$ cat src/bpu_pkg.sv
// Shared definitions for the branch prediction unit
// Address, index and tag widths, table sizes
// Branch-type and direction-counter enums
// Tag-folding function for the branch target buffer

package bpu_pkg;

    // ------------------------------------------------------------------
    // Widths and sizes
    // ------------------------------------------------------------------

    // Word address, PC bits 31 down to 2
    localparam int PC_W        = 30;

    // Branch target buffer, direct mapped
    localparam int BTB_INDEX_W = 10;
    localparam int BTB_ENTRIES = 1 << BTB_INDEX_W;
    localparam int TAG_W       = 16;

    // Stored entry is tag, target and branch type
    localparam int BTB_DATA_W  = TAG_W + PC_W + 2;

    // Direction counter table
    localparam int PHT_INDEX_W = 10;
    localparam int PHT_ENTRIES = 1 << PHT_INDEX_W;

    // Return address stack
    localparam int RAS_DEPTH   = 8;
    localparam int RAS_PTR_W   = 3;
    // Count runs 0 to RAS_DEPTH, one bit wider than the pointer
    localparam int RAS_CNT_W   = RAS_PTR_W + 1;

    // ------------------------------------------------------------------
    // Types
    // ------------------------------------------------------------------

    // Branch kinds held in the target buffer
    typedef enum logic [1:0] {
        BR_PC_RELATIVE = 2'b00,
        BR_CALL        = 2'b01,
        BR_RETURN      = 2'b10,
        BR_INDIRECT    = 2'b11
    } br_type_e;

    // 2-bit saturating counter, upper bit is the taken prediction
    typedef enum logic [1:0] {
        STRONG_NT = 2'b00,
        WEAK_NT   = 2'b01,
        WEAK_T    = 2'b10,
        STRONG_T  = 2'b11
    } ctr_e;

    // Upper half of the word address folded onto the lower half,
    // lowest address bit appended
    function automatic logic [TAG_W-1:0] make_tag(input logic [PC_W-1:0] pc);
        return {pc[PC_W-1:PC_W/2] ^ pc[PC_W/2-1:0], pc[0]};
    endfunction

endpackage

$ cat src/bpu_ctrl.sv
// Prediction control
// Lookup pipeline register and next-address selection
// Return stack push/pop in result cycles with a hit
// Update strobe qualification for the target buffer and counter table

module bpu_ctrl (
    input  logic                     clk,
    input  logic                     reset,
    input  logic                     lookup_i,
    input  logic [bpu_pkg::PC_W-1:0] lookup_pc_i,
    input  logic                     btb_hit_i,
    input  logic [bpu_pkg::PC_W-1:0] btb_bta_i,
    input  bpu_pkg::br_type_e        btb_type_i,
    input  logic                     pht_taken_i,
    input  logic [bpu_pkg::PC_W-1:0] ras_top_i,
    input  logic                     ras_empty_i,
    input  logic                     update_i,
    input  bpu_pkg::br_type_e        update_type_i,
    input  logic                     update_taken_i,
    output logic                     btb_we_o,
    output logic                     pht_we_o,
    output logic                     ras_push_o,
    output logic [bpu_pkg::PC_W-1:0] ras_push_addr_o,
    output logic                     ras_pop_o,
    output logic                     pred_valid_o,
    output logic                     pred_hit_o,
    output bpu_pkg::br_type_e        pred_type_o,
    output logic [bpu_pkg::PC_W-1:0] pred_target_o
);

    // ------------------------------------------------------------------
    // Lookup stage register
    // ------------------------------------------------------------------

    logic                     lookup_q;
    logic [bpu_pkg::PC_W-1:0] lookup_pc_q;
    logic [bpu_pkg::PC_W-1:0] fall_through;

    always_ff @(posedge clk) begin
        if (reset) begin
            lookup_q <= 1'b0;
        end else begin
            lookup_q <= lookup_i;
        end
    end

    // Address rides along with the table reads
    always_ff @(posedge clk) begin
        lookup_pc_q <= lookup_pc_i;
    end

    // Next sequential word
    assign fall_through = lookup_pc_q + 1'b1;

    // ------------------------------------------------------------------
    // Next-address selection
    // ------------------------------------------------------------------

    always_comb begin
        // Miss predicts straight-line fetch
        pred_type_o   = bpu_pkg::BR_PC_RELATIVE;
        pred_target_o = fall_through;
        if (btb_hit_i) begin
            pred_type_o = btb_type_i;
            case (btb_type_i)
                bpu_pkg::BR_PC_RELATIVE: pred_target_o = pht_taken_i ? btb_bta_i : fall_through;
                // Empty stack falls back to the stored target
                bpu_pkg::BR_RETURN:      pred_target_o = ras_empty_i ? btb_bta_i : ras_top_i;
                default:                 pred_target_o = btb_bta_i;
            endcase
        end
    end

    assign pred_valid_o = lookup_q;
    // Meaningful only while pred_valid_o is high
    assign pred_hit_o   = btb_hit_i;

    // Stack traffic only for real results that hit
    assign ras_push_o      = lookup_q && btb_hit_i && (btb_type_i == bpu_pkg::BR_CALL);
    assign ras_push_addr_o = fall_through;
    assign ras_pop_o       = lookup_q && btb_hit_i && (btb_type_i == bpu_pkg::BR_RETURN)
                             && !ras_empty_i;

    // Buffer learns taken branches, counters learn conditionals
    assign btb_we_o = update_i && update_taken_i;
    assign pht_we_o = update_i && (update_type_i == bpu_pkg::BR_PC_RELATIVE);

endmodule

$ cat config.mk
export PLATFORM = sky130hd
export DESIGN_NAME = bpu_ctrl
export DESIGN_NICKNAME = d
export VERILOG_FILES = /design/src/bpu_pkg.sv /design/src/bpu_ctrl.sv
export SDC_FILE = /design/constraint.sdc
export NUM_CORES = 1
export LEC_CHECK = 0
export ABC_AREA = 1
export BUFFER_PORTS_ARGS = -buffer_cell sky130_fd_sc_hd__buf_2
export CAP_MARGIN = 20
export CORE_MARGIN = 8
export CORE_UTILIZATION = 30
export CTS_BUF_LIST = sky130_fd_sc_hd__clkbuf_16
export DETAILED_ROUTE_END_ITERATION = 10
export GPL_TIMING_DRIVEN = 0
export PLACE_DENSITY = 0.67
export RECOVER_POWER = 50
export SKIP_LAST_GASP = 1
export SLEW_MARGIN = 20
export SYNTH_ARGS = -nofsm -noshare
export SYNTH_HDL_FRONTEND = slang
export SYNTH_SLANG_ARGS = --single-unit
export TNS_END_PERCENT = 50
$ cat constraint.sdc
create_clock -name clk -period 1.46 [get_ports clk]
set_input_delay 0.146 -clock clk [delete_from_list [all_inputs] [get_ports clk]]
set_output_delay 0.146 -clock clk [all_outputs]
set_load 0.02 [all_outputs]
# Word level (Yosys, flattened, before mapping)
# Cells that the tools add are included.
# word_totals
ff_bits	31
inputBits	102
out_inout_bits	68
wordCells	19
# op_classes
add_sub_neg	1
eq_ne	2
n_mux	5
reduce_logical	9
# op_table
op	count
2-to-1 mux 30 bit	3
one-hot mux 30 bit (2 select lines)	1
adder 30 x 1 -> 30 bit (second input constant)	1
logical AND 1 bit	6
logical NOT 2 bit	2
== test 2 x 1 -> 1 bit (second input constant)	1
== test 2 bit (second input constant)	1
2-to-1 mux 2 bit	1
logical NOT 1 bit	1

# Depth between registers and ports, before layout
# logic_depth
word_depth	4
depth_mapped	10
depth_no_buf	10

# Least setup slack after synthesis
# Ideal clock, no wire load.
# synth_timing
path_kind	register to output
start	register lookup_pc_q[0] (netlist bit)
end	output port pred_target_o[8] (netlist bit)
arrival_ps	1634
required_ps	1314
setup_slack_ps	-320
stages_incl_launch_ff	8
n_path_buf	0
cell_sequence	dfxtp_1 ha_1 inv_1 nor2_2 nand2_2 xnor2_1 nand2_1 nand2_1
# synth_via
elab_chain_len	4
# synth_lines
element	line	rtl
from (decl)	bpu_ctrl.sv:36	logic [bpu_pkg::PC_W-1:0] lookup_pc_q;
from (signal assigned)	bpu_ctrl.sv:49	lookup_pc_q <= lookup_pc_i;
adder 30 x 1 -> 30 bit (*)	bpu_ctrl.sv:53	assign fall_through = lookup_pc_q + 1'b1;
via ras_push_addr_o (one bit)	bpu_ctrl.sv:23	output logic [bpu_pkg::PC_W-1:0] ras_push_addr_o,
2-to-1 mux 30 bit	bpu_ctrl.sv:66	bpu_pkg::BR_PC_RELATIVE: pred_target_o = pht_taken_i ? btb_bta_i : fall_through;
one-hot mux 30 bit (2 select lines)	bpu_ctrl.sv:65	case (btb_type_i)
2-to-1 mux 30 bit (*)	bpu_ctrl.sv:63	if (btb_hit_i) begin
to (decl)	bpu_ctrl.sv:28	output logic [bpu_pkg::PC_W-1:0] pred_target_o
# Mark *: on every way through the listed nets, which the timed path passes. The rest lies on a longest branch.

# Worst setup path in the final report
# layout_timing
start	register lookup_pc_q[0] (netlist bit)
end	output port pred_target_o[8] (netlist bit)
# layout_via
elab_chain_len	4
# layout_lines
element	line
adder 30 x 1 -> 30 bit (*)	bpu_ctrl.sv:53
2-to-1 mux 30 bit	bpu_ctrl.sv:66
one-hot mux 30 bit (2 select lines)	bpu_ctrl.sv:65
2-to-1 mux 30 bit (*)	bpu_ctrl.sv:63
# Mark *: on every way between the ends. The rest lies on a longest branch, timed or not.

==> metrics.txt <==
# TYPE chip_impl_metric gauge
chip_impl_info{name="run_status",value="finished with violations"} 1
chip_impl_info{name="failed_checks",value="negative setup slack"} 1
chip_impl_metric{name="drt-total-wl",unit="µm"} 11600
chip_impl_metric{name="placedInstanceArea",unit="mm²"} 0.00377
chip_impl_info{name="synthMostInstantiatedCell",value="nand2_1"} 1
chip_impl_metric{name="seqPwrFrac",unit="%"} 31.3
chip_impl_metric{name="ys_seq_area_share",unit="%"} 23.6
chip_impl_metric{name="worstMarginPinSlew",unit="ns"} 0.435
chip_impl_metric{name="cell_row_count",unit=""} 34
chip_impl_metric{name="drv.max_cap_violation_count",unit=""} 0
chip_impl_metric{name="final.setup.tns",unit="ns"} -15.28
chip_impl_metric{name="design.final.nets",unit=""} 795
chip_impl_info{name="most_area_consuming_cells_after_synthesis",value="nand2_1 27%, dfxtp_1 24%, inv_1 9.1%"} 1
chip_impl_metric{name="routedWlPerCell",unit="µm"} 14.5
chip_impl_info{name="crit_start",value="lookup_pc_q[0]"} 1
chip_impl_info{name="cpMaxStageDelayCell",value="dfxtp_4"} 1
chip_impl_info{name="cts.root.buffer_cell",value="clkbuf_16"} 1
chip_impl_metric{name="arrival",unit="ns"} 1.72
chip_impl_metric{name="postSynthCellCount",unit=""} 457
chip_impl_metric{name="yosysWarningCount",unit=""} 0
chip_impl_metric{name="layout.cells.non_filler",unit=""} 800
chip_impl_metric{name="synth-edff-count",unit=""} 0
chip_impl_metric{name="comb_power_share",unit="%"} 38.9
chip_impl_metric{name="place_inst",unit=""} 733
chip_impl_info{name="setup.worst_path.class",value="reg -> out"} 1
chip_impl_info{name="hold_path.class",value="in -> reg"} 1
chip_impl_metric{name="gp_congestion",unit=""} 0.891
chip_impl_info{name="crit_path_end",value="pred_target_o[8]"} 1
chip_impl_metric{name="final.setup.worst_slack",unit="ns"} -0.409
chip_impl_metric{name="place_hpwl",unit="µm"} 9130
chip_impl_info{name="tritoncts",value="yes"} 1
chip_impl_info{name="worstPathCellList",value="ha_4 > inv_2 > nor2_4 > nand2_4 > buf_4 > buf_6 > xnor2_4 > nand2_1 > nand2_1 > buf_6"} 1
chip_impl_metric{name="post_route_cells_drive_above_1_share",unit="%"} 55.6
chip_impl_metric{name="worst_ep_required_time",unit="ns"} 1.31
chip_impl_metric{name="pin_count_of_the_biggest_net_entering_global_routing",unit=""} 11
chip_impl_info{name="rsz0062_at_grt",value="true"} 1
chip_impl_metric{name="power_per_cell_area",unit="mW/mm²"} 603
chip_impl_metric{name="die_h",unit="µm"} 110
chip_impl_info{name="start_kind",value="register"} 1
chip_impl_metric{name="die-width",unit="µm"} 110
chip_impl_metric{name="power.ir.vdd_worst",unit="µV"} 702
chip_impl_metric{name="layout.filler_cells",unit=""} 780
chip_impl_metric{name="gr-total-overflow",unit=""} 0
chip_impl_metric{name="grtUsageTotal",unit="%"} 18.1
chip_impl_metric{name="p_sw",unit="mW"} 1.02
chip_impl_metric{name="synth_largest_type_area_fraction",unit="%"} 26.6
chip_impl_metric{name="area_of_the_mapped_netlist",unit="mm²"} 0.00263
chip_impl_metric{name="crit_path_max_fanout",unit=""} 5
chip_impl_metric{name="net_switching_fraction_of_the_power",unit="%"} 33.4
chip_impl_metric{name="area_growth",unit="%"} 93.0
chip_impl_metric{name="share_clk_of_total_power",unit="%"} 29.8
chip_impl_metric{name="setup_viol",unit=""} 57
chip_impl_metric{name="initial_drc_count",unit=""} 148
chip_impl_metric{name="finalMaxSlewViolations",unit=""} 0
chip_impl_metric{name="drtAntennaViolNets",unit=""} 0
chip_impl_metric{name="clock_sink_count",unit=""} 31
chip_impl_metric{name="htree_levels",unit=""} 2
chip_impl_metric{name="final_cell_area",unit="mm²"} 0.00507
chip_impl_metric{name="drt-vias-per-instance",unit=""} 4.58
chip_impl_info{name="ys.flop_type",value="dfxtp_1"} 1
chip_impl_metric{name="power.leakage",unit="nW"} 2.61
chip_impl_metric{name="postSynthRegisterBits",unit=""} 31
chip_impl_metric{name="clkTransAtPathRegs",unit="ns"} 0.05
chip_impl_metric{name="post-route-min-period",unit="ns"} 1.87
chip_impl_metric{name="core_area",unit="mm²"} 0.00859
chip_impl_metric{name="finalCritPeriodShare",unit="%"} 128
chip_impl_metric{name="io_buffers",unit=""} 168
chip_impl_info{name="crit_path_end_kind",value="output port"} 1
chip_impl_metric{name="drc_errors",unit=""} 0
chip_impl_metric{name="cts.path.max_buffers",unit=""} 2
chip_impl_metric{name="initial_utilization",unit="%"} 30.6
chip_impl_metric{name="grt_first_pass_wirelength",unit="µm"} 17200
chip_impl_metric{name="clock.fmax",unit="MHz"} 535
chip_impl_metric{name="critPathMaxStageDelay",unit="ns"} 0.40
chip_impl_metric{name="cts_made_buffers",unit=""} 5
chip_impl_metric{name="drtPass1Iterations",unit=""} 4
chip_impl_metric{name="vias_in_the_first_global_route",unit=""} 3570
chip_impl_metric{name="floorplan.die_area",unit="mm²"} 0.0120
chip_impl_metric{name="fin_total_pwr",unit="mW"} 3.06
chip_impl_metric{name="max_slew_margin",unit="%"} 71.0
chip_impl_metric{name="timing.final.hold_violations",unit=""} 0
chip_impl_metric{name="power_report.internal_total",unit="mW"} 2.04
chip_impl_metric{name="num_io_pins",unit=""} 170
chip_impl_metric{name="post_placement_setup_slack",unit="ns"} -0.257
chip_impl_info{name="synth.largest_area_cell",value="nand2_1"} 1
chip_impl_metric{name="synth_cell_type_count",unit=""} 28
chip_impl_metric{name="num_vias",unit=""} 3664
chip_impl_info{name="timing.hold.worst.start",value="reset"} 1
chip_impl_metric{name="post_synth.cell_area_avg",unit="µm²"} 5.75
chip_impl_metric{name="net_count_after_synthesis",unit=""} 561
chip_impl_metric{name="grt_antenna_before_repair",unit=""} 0
chip_impl_info{name="synth.cells.most_frequent",value="186 x nand2_1, 64 x inv_1, 40 x nor2_1"} 1
chip_impl_metric{name="async_flop_share",unit="%"} 0
chip_impl_metric{name="diodes_inserted",unit=""} 0
area by class of cell:
type / instances / area, µm² / share of cell area, %
Buffer: 12 / 88.8 / 1.75
Clock inverter: 3 / 11.3 / 0.222
Clock buffer: 5 / 125 / 2.47
Sequential cell: 31 / 703 / 13.9
Multi-Input combinational cell: 344 / 2200 / 43.4
Tap cell: 108 / 135 / 2.66
Timing Repair Buffer: 227 / 1550 / 30.5
Inverter: 70 / 263 / 5.18
power groups by stage:
stage | registers, mW | logic, mW | clock network (mW)
2_1_floorplan | 0.959 | 0.544 | 0
3_3_place_gp | 0.976 | 0.899 | 0
3_5_place_dp | 0.977 | 0.910 | 0
4_1_cts | 0.952 | 1.10 | 0.937
5_1_grt | 0.964 | 1.28 | 0.975
6_report | 0.957 | 1.19 | 0.912
critical path, delay by kind of cell (launching register included):
family	cells	cell delay, ns
XOR/XNOR	1	0.14
adder cells (fa/ha/maj)	1	0.15
flip-flops	1	0.40
AND/OR/NAND/NOR	4	0.34
buffers and inverters	4	0.42
placed cells by master, fill, tap and decap left out, types with 2 or more instances in the layout:
master | netlist | routed
clkbuf_16 | 0 | 5
ha_4 | 0 | 2
dlygate4sd3_1 | 0 | 30
nor2_4 | 6 | 25
dfxtp_2 | 0 | 6
xor2_2 | 3 | 3
o21ai_2 | 10 | 12
nand3_1 | 26 | 18
nand2_2 | 17 | 55
buf_2 | 7 | 139
inv_2 | 6 | 8
o21ai_1 | 2 | 3
nand2_4 | 0 | 10
inv_1 | 64 | 63
clkinv_1 | 0 | 2
dfxtp_4 | 0 | 20
nand3_2 | 0 | 7
o21ai_0 | 21 | 18
nand4_1 | 3 | 3
xor2_4 | 0 | 3
dfxtp_1 | 31 | 5
nor2_2 | 6 | 10
buf_4 | 1 | 38
nor2_1 | 40 | 17
nand2_1 | 186 | 137
and2_4 | 0 | 5
clkbuf_1 | 1 | 2
xnor2_4 | 0 | 2
buf_6 | 2 | 29
and2_1 | 8 | 3
state kept, by name, indices dropped and copies added (netlist names):
register and flops:
pred_valid_o 1, lookup_pc_q 30
logic make-up (layout without fill, tap and decap cells):
logic type	after synthesis	count (layout)	synth area share, %
AO/OA/AOI/OAI	37	37	9.14
adder cells (fa/ha/maj)	2	2	0.952
flip-flops	31	31	23.6
XOR/XNOR	11	11	4.52
AND/OR/NAND/NOR	294	294	48.4
buffers and inverters	82	317	13.4
repair_timing:
action,CTS,global route
pin swaps,38,39
hold buffers,30,0
buffers inserted,18,11
resized for setup,122,84
endpoints found under the hold margin,30,0
setup endpoints to repair,57,58
worst min path at each step:
stage | end | slack, ns | cells past startpoint
floorplan | lookup_pc_q[0] | 0.17 | 0
global placement | lookup_pc_q[17] | 0.25 | 1
detailed placement | lookup_pc_q[24] | 0.25 | 1
CTS | pred_valid_o | 0.02 | 2
global route | pred_valid_o | 0.03 | 2
finish | pred_valid_o | 0.03 | 2
layer usage:
metal | vias to the layer above | track usage [%] | share of wire, % | routed length [µm]
li1 | 1836 | - | - | -
met1 | 1676 | 20.8 | 38 | 4380
met2 | 130 | 33.5 | 52 | 6020
met3 | 22 | 2.58 | 7.7 | 897
met4 | 0 | 5.88 | 2.5 | 289
met5 | - | 0 | 0 | 0
metrics by stage:
step                utilization, %  hold slack, ns
global placement              43.9           0.249
detailed placement            43.9           0.250
CTS                           54.6          0.0201
floorplan                        -           0.174
finish                        59.0          0.0252
global route                  59.0          0.0278
Power figures use the tool's default switching activity.
