[src/bpu_pkg.sv]
// Shared definitions for the branch prediction unit
// Address, index and tag widths, table sizes
// Branch-type and direction-counter enums
// Tag-folding function for the branch target buffer

package bpu_pkg;

    // ------------------------------------------------------------------
    // Widths and sizes
    // ------------------------------------------------------------------

    // Word address, PC bits 31 down to 2
    localparam int PC_W        = 30;

    // Branch target buffer, direct mapped
    localparam int BTB_INDEX_W = 10;
    localparam int BTB_ENTRIES = 1 << BTB_INDEX_W;
    localparam int TAG_W       = 16;

    // Stored entry is tag, target and branch type
    localparam int BTB_DATA_W  = TAG_W + PC_W + 2;

    // Direction counter table
    localparam int PHT_INDEX_W = 10;
    localparam int PHT_ENTRIES = 1 << PHT_INDEX_W;

    // Return address stack
    localparam int RAS_DEPTH   = 8;
    localparam int RAS_PTR_W   = 3;
    // Count runs 0 to RAS_DEPTH, one bit wider than the pointer
    localparam int RAS_CNT_W   = RAS_PTR_W + 1;

    // ------------------------------------------------------------------
    // Types
    // ------------------------------------------------------------------

    // Branch kinds held in the target buffer
    typedef enum logic [1:0] {
        BR_PC_RELATIVE = 2'b00,
        BR_CALL        = 2'b01,
        BR_RETURN      = 2'b10,
        BR_INDIRECT    = 2'b11
    } br_type_e;

    // 2-bit saturating counter, upper bit is the taken prediction
    typedef enum logic [1:0] {
        STRONG_NT = 2'b00,
        WEAK_NT   = 2'b01,
        WEAK_T    = 2'b10,
        STRONG_T  = 2'b11
    } ctr_e;

    // Upper half of the word address folded onto the lower half,
    // lowest address bit appended
    function automatic logic [TAG_W-1:0] make_tag(input logic [PC_W-1:0] pc);
        return {pc[PC_W-1:PC_W/2] ^ pc[PC_W/2-1:0], pc[0]};
    endfunction

endpackage

[src/ras.sv]
// Return address stack
// Circular buffer with newest-entry pointer and occupancy count
// Overflow drops the oldest entry, count saturates at the depth

module ras (
    input  logic                     clk,
    input  logic                     reset,
    input  logic                     push_i,
    input  logic [bpu_pkg::PC_W-1:0] push_addr_i,
    input  logic                     pop_i,
    output logic [bpu_pkg::PC_W-1:0] top_o,
    output logic                     empty_o
);

    // Return addresses, no reset needed
    logic [bpu_pkg::PC_W-1:0] stack [bpu_pkg::RAS_DEPTH];

    // Pointer to the newest entry
    logic [bpu_pkg::RAS_PTR_W-1:0] top_ptr;
    logic [bpu_pkg::RAS_PTR_W-1:0] push_ptr;
    logic [bpu_pkg::RAS_CNT_W-1:0] count;
    logic                          full;

    // Next slot wraps onto the oldest entry when full
    assign push_ptr = top_ptr + 1'b1;
    assign full     = (count == bpu_pkg::RAS_CNT_W'(bpu_pkg::RAS_DEPTH));
    assign empty_o  = (count == '0);

    // ------------------------------------------------------------------
    // Pointer and count
    // ------------------------------------------------------------------

    always_ff @(posedge clk) begin
        if (reset) begin
            top_ptr <= '0;
            count   <= '0;
        end else if (push_i) begin
            top_ptr <= push_ptr;
            if (!full) begin
                count <= count + 1'b1;
            end
        end else if (pop_i && !empty_o) begin
            // Pop on empty ignored
            top_ptr <= top_ptr - 1'b1;
            count   <= count - 1'b1;
        end
    end

    // ------------------------------------------------------------------
    // Storage
    // ------------------------------------------------------------------

    always_ff @(posedge clk) begin
        if (push_i) begin
            stack[push_ptr] <= push_addr_i;
        end
    end

    // Newest entry, undefined while empty
    assign top_o = stack[top_ptr];

endmodule

[config.mk]
export PLATFORM = sky130hd
export DESIGN_NAME = ras
export DESIGN_NICKNAME = d
export VERILOG_FILES = /design/src/bpu_pkg.sv /design/src/ras.sv
export SDC_FILE = /design/constraint.sdc
export NUM_CORES = 1
export LEC_CHECK = 0
export BUFFER_PORTS_ARGS = -buffer_cell sky130_fd_sc_hd__buf_2
export CAP_MARGIN = 20
export CORE_ASPECT_RATIO = 0.5
export CORE_MARGIN = 2
export CORE_UTILIZATION = 45
export DETAILED_ROUTE_END_ITERATION = 7
export PLACE_DENSITY = 0.63
export SLEW_MARGIN = 20
export SYNTH_ARGS = -nofsm -noshare
export SYNTH_HDL_FRONTEND = slang
export SYNTH_SLANG_ARGS = --single-unit
[constraint.sdc]
create_clock -name clk -period 6.3 [get_ports clk]
set_input_delay 0.315 -clock clk [delete_from_list [all_inputs] [get_ports clk]]
set_output_delay 0.315 -clock clk [all_outputs]
set_load 0.01 [all_outputs]
## Word level (Yosys, flattened, before mapping)

Memory sizes are Yosys's and may differ from the RTL's. A register that Yosys moved wholly into a read port is not among the register bits.
Cells that the tools add are included.

| storage, ports and cells | value |
|---|---|
| register bits after elaboration | 7 |
| RAM bits | 240 |
| input port bits | 34 |
| word-level logic and storage cells | 23 |
| memories kept | 1 |

| operators by class | value |
|---|---|
| $add $sub $neg | 4 |
| eq/ne operators | 2 |
| muxes and demuxes | 9 |
| reduce and logical (&&, ||, !) cells | 5 |

Memory list:

| name | words | bits a word | read ports | clocked after memory_dff | write ports | line | text |
|---|---|---|---|---|---|---|---|
| stack | 8 | 30 | 1 | 1 | 1 | ras.sv:16 | `logic [bpu_pkg::PC_W-1:0] stack [bpu_pkg::RAS_DEPTH];` |

Operator list:

| operator | number |
|---|---|
| two-way mux 3 bit | 4 |
| two-way mux 4 bit | 3 |
| adder 4 x 1 -> 4 bit (second input constant) | 1 |
| == test 4 bit (second input constant) | 1 |
| zero test 4 bit | 1 |
| subtractor 4 x 1 -> 4 bit (second input constant) | 1 |
| adder 3 x 1 -> 3 bit (second input constant) | 1 |
| subtractor 3 x 1 -> 3 bit (second input constant) | 1 |
| two-way mux 1 bit | 2 |
| inequality test 2 bit (second input constant) | 1 |
| AND reduction 2 bit | 1 |
| nonzero test 2 bit | 1 |
| logical AND 1 bit | 1 |
| zero test 1 bit | 1 |

## Logic depth before layout (Yosys ltp)

Gate-level depths: netlist (run 1).

| logic depth | value |
|---|---|
| depth after elaboration | 7 |
| depth in mapped cells | 7 |
| depth with buffers taken out | 6 |

## Least setup slack after synthesis (run 1)

No wires, ideal clock.

| timing | value |
|---|---|
| path kind | reg2reg |
| start | reg top_ptr[0] in the netlist's numbering |
| end | mem stack[0][0] in the netlist's numbering, enable pin |
| setup time | 0.455 ns |
| arrival time | 3.102 ns |
| slack | 2.743 ns |
| stages on the path, launching flop included | 5 |
| buffers on the path | 0 |
| period minus slack after synthesis | 3.557 ns |
| path through | dfxtp_1 -> inv_1 -> ha_1 -> nand2b_1 -> nor3_1 |

| on the way | value |
|---|---|
| word-level cells in the longest chain between the ends | 1 |

RTL lines:

| item | line | text |
|---|---|---|
| start, declared | ras.sv:19 | `logic [bpu_pkg::RAS_PTR_W-1:0] top_ptr;` |
| start signal, assigned | ras.sv:38 | `top_ptr <= push_ptr;` |
| start signal, assigned | ras.sv:44 | `top_ptr <= top_ptr - 1'b1;` |
| adder 3 x 1 -> 3 bit | ras.sv:25 | `assign push_ptr = top_ptr + 1'b1;` |
| end, declared | ras.sv:16 |  |

No other way between the ends.

==> impl_metrics.ini, run 1 <==
[synthesis]
yosysTopAreaCell = edfxtp_1
syn_nets = 453
postSynthAreaPerCell_um2 = 23.3
syn_inst = 414
ys_seq_area_share_pct = 76.6
synth_top_cell_area_share_pct = 74.6
synth_area_leaders = edfxtp_1, mux4_2, mux4_1
ys_types = 28
syn_area_um2 = 9670
synth_warnings = 0
ys_seq_elements = 250

[pwr]
seq_power_share_pct = 51.7
power_leakage_nw = 3.58
internal-power_mw = 3.02
peakVddDrop_mv = 0.152
switching_share_pct = 25.7
power.density_nw_per_um2 = 370
p_switching_mw = 1.04
combPwrFrac_pct = 18.9
clkPwrFrac_pct = 29.4

[placement]
place_ws_ps = 3480
dp_hpwl_um = 9630
post_dp_cell_area_um2 = 10400
port_buffers = 64
placedCellCount = 747
globalplace.congestion = 0.713

[clock_network]
path_clk_slew_ps = 60
clock_latency_ps = 510
cts_hold_buf = 0
htree_num_levels = 1
cts_setup_buffers = 0
cts.sink_count = 250
root_buffer = clkbuf_16
cts_tree = yes
ctsResizeCount = 0
numCtsBuffers = 22
cts_buffer_depth = 3

[min_path]
hold_start = push_addr_i[17]
min_path_cells = 1
hold_path_end = stack[2][17]
hp-class = input port to flop

[detailed_routing]
drtIter0Drc = 233
wire_per_inst_um = 22.1
routed-via-count = 4325
drt_wl_total_um = 17300
dr.pass1.iters = 4
ant_nets = 0
vias_per_cell = 5.52
drc = 0

[critical_path]
crit_buf_inv = 2
worstPathCellList = buf_4 > mux4_1 > mux2_2 > buf_2
critPathRequiredTime_ps = 5980
arrival_ps = 2920
setup.worst_path.end_class = output port
worstRegToRegCells = 5
crit_family = multiplexers
rrSetupSlack_ps = 3560
cpPeakStageDelay_ps = 690
crit_type = flop to output port
cp_slowest_cell = buf_4
start_kind = flop
reg2reg_to = stack[7][27]
r2r_start = top_ptr[0]
critPathMaxFanout = 40

[timing]
worstMarginPinSlew_ps = 996
clock_skew_ps = 15.1
finalHoldViolations = 0
fmax_mhz = 309
fin_tns_setup_ps = 0
slew_headroom_pct = 33.6
slew_violations = 0
worst_slack_ps = 3070
setup_viol_count_final = 0
rsz0062_at_grt = false
min_period_ps = 3230
timing.final.crit_share_pct = 51.3

[run]
max_cap_violations = 0

[floorplanning]
die_w_um = 211
start_util_pct = 46.5
die_h_um = 108
rows = 37
dieArea_um2 = 22700
ios = 65
core_um2 = 20800

[grt]
grt-ovfl-total = 0
grt_start_max_net_pins = 41
grt_pass1_wl_um = 26200
antenna_found_initial = 1
grt_pass1_vias = 4363
grt_usage_pct = 15.6

[layout]
fin_cells = 784
area_growth_pct = 13.7
drive_gt1_share_pct = 37.5
fin_area_um2 = 11000
nNetsFinal = 537

[outcome]
status = complete, no violations
[power by group through the flow]
stage	logic, mW	clock network, mW	registers (mW)
after floorplan	0.579	0	2.08
after global placement	0.785	0	2.14
after detailed placement	0.789	0	2.15
after CTS	0.791	1.22	2.11
after global routing	0.836	1.29	2.12
final	0.768	1.19	2.10
[worst reg2reg max path, delay by kind of cell (launching register included)]
kind	cells	cell delay [ps]
and+or+nand+nor	2	870
buffers and inverters	2	670
adders and majority gates	1	370
DFF	1	480
[cells in the final DEF (no fill, tap or decap), drive strengths merged, types with 7 or more instances in the layout]
| cell type | n |
|---|---|
| edfxtp | 240 |
| nor3 | 7 |
| dfxtp | 10 |
| clkbuf | 24 |
| mux4 | 61 |
| clkinv | 12 |
| mux2 | 30 |
| buf | 79 |
| nor2 | 11 |
[registers in the layout, indices dropped and copies added (netlist names), named ones only]
| signal | cells |
|---|---|
| stack | 240 |
| count | 4 |
| top_ptr | 3 |
[routing by layer]
metal  GRT usage (%)  vias up  part of all wire (%)
li1                -     1918                     -
met1            23.0     2292                    47
met2            24.2       91                    46
met3            3.00       24                   4.7
met4            3.72        0                   1.8
met5               0        -                     0
[through the flow]
| step | utilization, % | hold slack [ps] | total power [mW] |
|---|---|---|---|
| global placement | 49.9 | 522 | 2.92 |
| finish | 52.9 | 70.9 | 4.07 |
| floorplan | - | 414 | 2.66 |
| CTS | 52.9 | 52.7 | 4.12 |
| detailed placement | 49.9 | 523 | 2.93 |
| global route | 52.9 | 64.9 | 4.25 |
[kinds of logic (layout without fill, tap and decap cells)]
family	Yosys count	in the layout	synth area share, %
muxes	92	92	18.5
other	0	1	0
xor gates and xnor gates	6	6	0.544
buffers and inverters	23	119	1.45
DFF	250	250	76.6
and+or+nand+nor	29	29	1.45
adders and majority gates	5	5	0.725
AOI/OAI and AO/OA	9	9	0.660
[worst max path at each step]
stage / cells after the start / endpoint / slack [ps]
after CTS: 4 / top_o[3] / 2970
after floorplan: 4 / stack[0][0] / 2740
after global routing: 4 / top_o[3] / 2860
final: 4 / top_o[18] / 3070
after detailed placement: 5 / stack[7][27] / 3480
after global placement: 4 / top_o[3] / 3500
[area by class of cell]
| type | count | area [um2] |
|---|---|---|
| clock buffer | 24 | 558 |
| multi-input combinational | 141 | 2160 |
| sequential | 250 | 7410 |
| tap | 273 | 342 |
| antenna | 1 | 2.50 |
| inverter | 4 | 15.0 |
| clock inverter | 12 | 61.3 |
| timing repair buffer | 79 | 433 |
| fill | 1605 | 9800 |
[synth_stat cells]
master and number:
nor3_1 7, nand3_1 2, mux4_1 19, edfxtp_1 240, clkbuf_1 10, ha_1 4, buf_1 1, nand2_1 4
nor2_1 11, xnor2_1 4, a211oi_1 1, a21oi_1 4, or4_4 1, nand2b_1 2, a31oi_1 2, xor2_1 2
dfxtp_1 10, a21o_1 1, fa_1 1, inv_1 4, a32oi_2 1, and2b_2 1, buf_6 7, mux2_2 30
mux4_2 42, or3_1 1, mux2i_1 1, buf_2 1
Note: power is estimated with default switching activity, not from simulation.
==> run 2: changes to the inputs <==
--- a/config.mk
+++ b/config.mk
@@ -11,7 +11,7 @@
 export CORE_MARGIN = 2
 export CORE_UTILIZATION = 45
 export DETAILED_ROUTE_END_ITERATION = 7
-export PLACE_DENSITY = 0.63
+export PLACE_DENSITY = 0.66
 export SLEW_MARGIN = 20
 export SYNTH_ARGS = -nofsm -noshare
 export SYNTH_HDL_FRONTEND = slang
==> constraint.sdc (replaced) <==
create_clock -name clk -period 2.9 [get_ports clk]
set_input_delay 0.145 -clock clk [delete_from_list [all_inputs] [get_ports clk]]
set_output_delay 0.145 -clock clk [all_outputs]
set_load 0.01 [all_outputs]
==> run 2 against run 1 <==
  * Register-to-register slack lost 2900 ps
  * Worst setup slack lost 2700 ps
  * Final cell count rose by 5.9%
  * Largest cell class unchanged
  * Sequential cell count unchanged
  * Clock power grew 150%
  * Highest routed layer unchanged
  * Core utilization rose by 2.7 points
  * Sequential share of layout area is 3.2 points lower
  * Worst hold slack better by 64 ps
  * Power increased by 130%
  * Via count increased by 3.8%
  * First-iteration DRC count is 41% higher
==> impl_metrics.ini, run 2 (synthesized netlist as in run 1, its figures left out) <==
[outcome]
status = complete, no violations

[critical_path]
critPathMaxFanout = 20
crit_type = flop to output port
rrSetupSlack_ps = 650
start_kind = flop
reg2reg_to = stack[2][3]
setup.worst_path.end_class = output port
arrival_ps = 2410
critPathRequiredTime_ps = 2760
worstRegToRegCells = 5
r2r_start = top_ptr[0]

[floorplanning]
core_um2 = 20800
dieArea_um2 = 22700
die_w_um = 211
rows = 37
die_h_um = 108
start_util_pct = 46.5
ios = 65

[clock_network]
root_buffer = clkbuf_16
cts.sink_count = 250
ctsResizeCount = 0
cts_hold_buf = 32
path_clk_slew_ps = 60
htree_num_levels = 1
cts_tree = yes
cts_setup_buffers = 0
clock_latency_ps = 510
cts_buffer_depth = 3
numCtsBuffers = 23

[timing]
setup_viol_count_final = 0
worstMarginPinSlew_ps = 702
slew_violations = 0
rsz0062_at_grt = false
fin_hold_ws_ps = 135
timing.final.crit_share_pct = 88.2
finalHoldViolations = 0
clock_skew_ps = 16.9
slew_headroom_pct = 52.9
fmax_mhz = 391
min_period_ps = 2560
fin_tns_setup_ps = 0
worst_slack_ps = 343

[grt]
grt_pass1_vias = 4817
grt_start_max_net_pins = 27
grt_pass1_wl_um = 27800
grt-ovfl-total = 0
antenna_found_initial = 0
grt_usage_pct = 16.5

[pwr]
peakVddDrop_mv = 0.360
power_leakage_nw = 3.83
power.density_nw_per_um2 = 809

[detailed_routing]
drc = 0
wire_per_inst_um = 21.5
dr.pass1.iters = 4
vias_per_cell = 5.41
drt_wl_total_um = 17900
routed-via-count = 4489
drtIter0Drc = 329
ant_nets = 0

[min_path]
hold_start = push_i
hold_path_end = count[1]
hp-class = input port to flop
min_path_cells = 4

[layout]
largest_reg_flops = 240
nNetsFinal = 579
fin_cells = 830
fin_area_um2 = 11500
final_cell_mix = edfxtp_1, buf_2, mux4_2
regMostFlops = stack
antenna_cells = 0
area_growth_pct = 19.4
reg_top3 = stack: 240 flops, count: 4 flops, top_ptr: 3 flops
drive_gt1_share_pct = 36.4
final_common_cell = edfxtp_1

[placement]
post_dp_cell_area_um2 = 10500
place_ws_ps = 634
placedCellCount = 756
dp_hpwl_um = 10700
globalplace.congestion = 0.741
port_buffers = 64

[run]
max_cap_violations = 0
==> run 2: cell count changes in the layout (fill, tap and decap cells not counted), sizes merged <==
cell         delta
bufinv          +3
dlygate4sd3    +32
buf             +9
clkinv          -5
diode           -1
inv             +2
clkbuf          +6
==> run 2: where the power goes <==
part	internal (mW)	leakage [nW]	switching (mW)
clock network	1.74	0.356	1.24
logic	0.919	1.21	0.911
registers	4.35	2.26	0.187
total	7.01	3.83	2.33
==> run 2: critical path: stages (launching register included) <==
cell and delay, ps:
dfxtp_4 620, buf_12 260, mux4_1 590, mux2_2 280, buf_2 140
==> run 2: how the worst max path moves through the flow <==
stage	startpoint	to	slack, ps	cells after the start
global route	flop	top_o[2]	210	4
finish	flop	top_o[3]	340	4
floorplan	top_ptr[0]	stack[0][0]	-660	4
global placement	top_ptr[0]	stack[2][3]	750	5
CTS	flop	top_o[1]	280	4
detailed placement	top_ptr[0]	stack[2][29]	630	5
==> run 2: layer usage <==
| layer | wire length, um | global-route usage (%) |
|---|---|---|
| met2 | 8660 | 26.6 |
| met1 | 8100 | 23.4 |
| met3 | 741 | 2.68 |
| met4 | 369 | 4.83 |
| met5 | 0 | 0 |
==> run 2: layout make-up <==
class | count | area (um2)
inverter | 4 | 15.0
tap | 273 | 342
clock inverter | 12 | 135
clock buffer | 30 | 602
sequential | 250 | 7410
timing repair buffer | 120 | 871
multi-input combinational | 141 | 2160
fill | 1528 | 9240
==> run 2: through the flow <==
| step | total power [mW] | utilization [%] |
|---|---|---|
| CTS | 9.44 | 55.5 |
| global route | 9.73 | 55.5 |
| floorplan | 5.77 | - |
| detailed placement | 6.45 | 50.4 |
| global placement | 6.42 | 50.4 |
| finish | 9.34 | 55.5 |
==> run 3: changes to the inputs <==
--- a/config.mk
+++ b/config.mk
@@ -11,7 +11,7 @@
 export CORE_MARGIN = 2
 export CORE_UTILIZATION = 45
 export DETAILED_ROUTE_END_ITERATION = 7
-export PLACE_DENSITY = 0.66
+export PLACE_DENSITY = 0.63
 export SLEW_MARGIN = 20
 export SYNTH_ARGS = -nofsm -noshare
 export SYNTH_HDL_FRONTEND = slang
==> constraint.sdc (replaced) <==
create_clock -name clk -period 3.1 [get_ports clk]
set_input_delay 0.155 -clock clk [delete_from_list [all_inputs] [get_ports clk]]
set_output_delay 0.155 -clock clk [all_outputs]
set_load 0.01 [all_outputs]
==> run 3 against run 2 <==
  * Final cell count down 0.72%
  * Worst setup slack better by 92 ps
  * Sequential cell count is the same
  * Non-clock buffer count is 5 lower
  * Clock skew down 4.4 ps
  * Routed wire length down 2.5%
  * First-iteration DRC count is 15% lower
  * Via count shrank 1.5%
  * Critical path depth unchanged
  * Core utilization shrank 0.37 points
  * Critical endpoint is now top_o[22]
  * Largest cell class unchanged
  * Largest power group unchanged
  * Highest routed layer unchanged
==> impl_metrics.ini, run 3 (synthesized netlist as in run 1, its figures left out) <==
[outcome]
status = complete, no violations

[timing]
timing.final.crit_share_pct = 86.0
finalHoldViolations = 0
clock_skew_ps = 12.5
worstMarginPinSlew_ps = 662
slew_headroom_pct = 55.5
rsz0062_at_grt = false
worst_slack_ps = 435
slew_violations = 0
setup_viol_count_final = 0
fin_tns_setup_ps = 0
fmax_mhz = 375
min_period_ps = 2670

[clock_network]
ctsResizeCount = 0
htree_num_levels = 1
cts_buffer_depth = 3
root_buffer = clkbuf_16
cts.sink_count = 250
path_clk_slew_ps = 60
cts_setup_buffers = 0
cts_tree = yes
numCtsBuffers = 23
cts_hold_buf = 31
clock_latency_ps = 500

[detailed_routing]
ant_nets = 0
vias_per_cell = 5.37
routed-via-count = 4423
drt_wl_total_um = 17400
wire_per_inst_um = 21.2
drtIter0Drc = 279
dr.pass1.iters = 4
drc = 0

[pwr]
power_leakage_nw = 3.79
finalPower_mw = 8.61
power.density_nw_per_um2 = 751
peakVddDrop_mv = 0.282

[critical_path]
worstRegToRegCells = 5
setup.worst_path.end_class = output port
reg2reg_to = stack[6][17]
crit_type = flop to output port
r2r_start = top_ptr[0]
start_kind = flop
setup.worst_path.end = top_o[22]
critPathRequiredTime_ps = 2940
rrSetupSlack_ps = 840
critPathMaxFanout = 24
arrival_ps = 2510

[layout]
drive_gt1_share_pct = 36.7
antenna_cells = 0
regMostFlops = stack
final_common_cell = edfxtp_1
nNetsFinal = 574
fin_area_um2 = 11500
largest_reg_flops = 240
fin_util_pct = 55.2
seq_area_um2 = 7410
area_growth_pct = 18.6
reg_top3 = stack: 240 flops, count: 4 flops, top_ptr: 3 flops
multi_input_area_um2 = 2160
nFillCells = 1561
final_cell_mix = edfxtp_1, buf_2, mux4_2

[grt]
grt_start_max_net_pins = 35
grt_usage_pct = 15.9
grt_pass1_wl_um = 26800
grt-ovfl-total = 0
antenna_found_initial = 0
grt_pass1_vias = 4581

[floorplanning]
dieArea_um2 = 22700
die_w_um = 211
die_h_um = 108
core_um2 = 20800
start_util_pct = 46.5
ios = 65
rows = 37

[placement]
globalplace.congestion = 0.718
port_buffers = 64
dp_hpwl_um = 9850
post_dp_cell_area_um2 = 10400
place_ws_ps = 778

[run]
max_cap_violations = 0

[min_path]
hp-class = input port to flop
run 3: cell count changes in the layout (fill, tap and decap cells not counted), sizes merged:
cell,delta
buf,-4
bufinv,-1
clkbuf,-3
clkinv,+3
clkinvlp,+2
dlygate4sd3,-1
inv,-2
run 3: layout make-up:
cell class	instances	share of cell area, %
clock inverters	14	1.07
clock buffers	27	5.15
repair buffers	115	7.14
flip-flops and latches	250	64.7
multi-input cells	141	18.9
well taps	273	2.98
inverters	4	0.131
run 3: stage by stage:
stage	hold slack, ps	std cells
finish	14.9	824
global route	50.4	824
CTS	1.69	824
detailed placement	424	752
global placement	421	752
floorplan	254	414
run 3: where the power goes:
part | internal (mW) | total, mW | switching, mW
clock | 1.53 | 2.70 | 1.17
combinational | 0.837 | 1.71 | 0.869
sequential | 4.07 | 4.21 | 0.134
total | 6.44 | 8.61 | 2.17
run 3: worst min path at each step:
| stage | start | to | slack (ps) | depth (start not counted) |
|---|---|---|---|---|
| final | pop_i | count[1] | 10 | 4 |
| after global routing | pop_i | count[1] | 50 | 4 |
| after CTS | pop_i | count[1] | 2 | 4 |
| after detailed placement | push_addr_i[10] | stack[4][10] | 420 | 1 |
| after global placement | push_addr_i[21] | stack[2][21] | 420 | 1 |
| after floorplan | push_addr_i[0] | stack[0][0] | 250 | 0 |
run 3: critical path, stage by stage, from the launching register on:
cell     delay, ps
dfxtp_4        690
buf_12         280
mux4_1         560
mux2_2         310
buf_2          150
run 3: layer usage:
metal	vias up	global-route usage [%]	wire, um
met5	-	0	0
met4	0	3.37	234
met3	20	2.95	655
met2	83	25.4	8300
met1	2321	23.2	8240
li1	1999	-	-
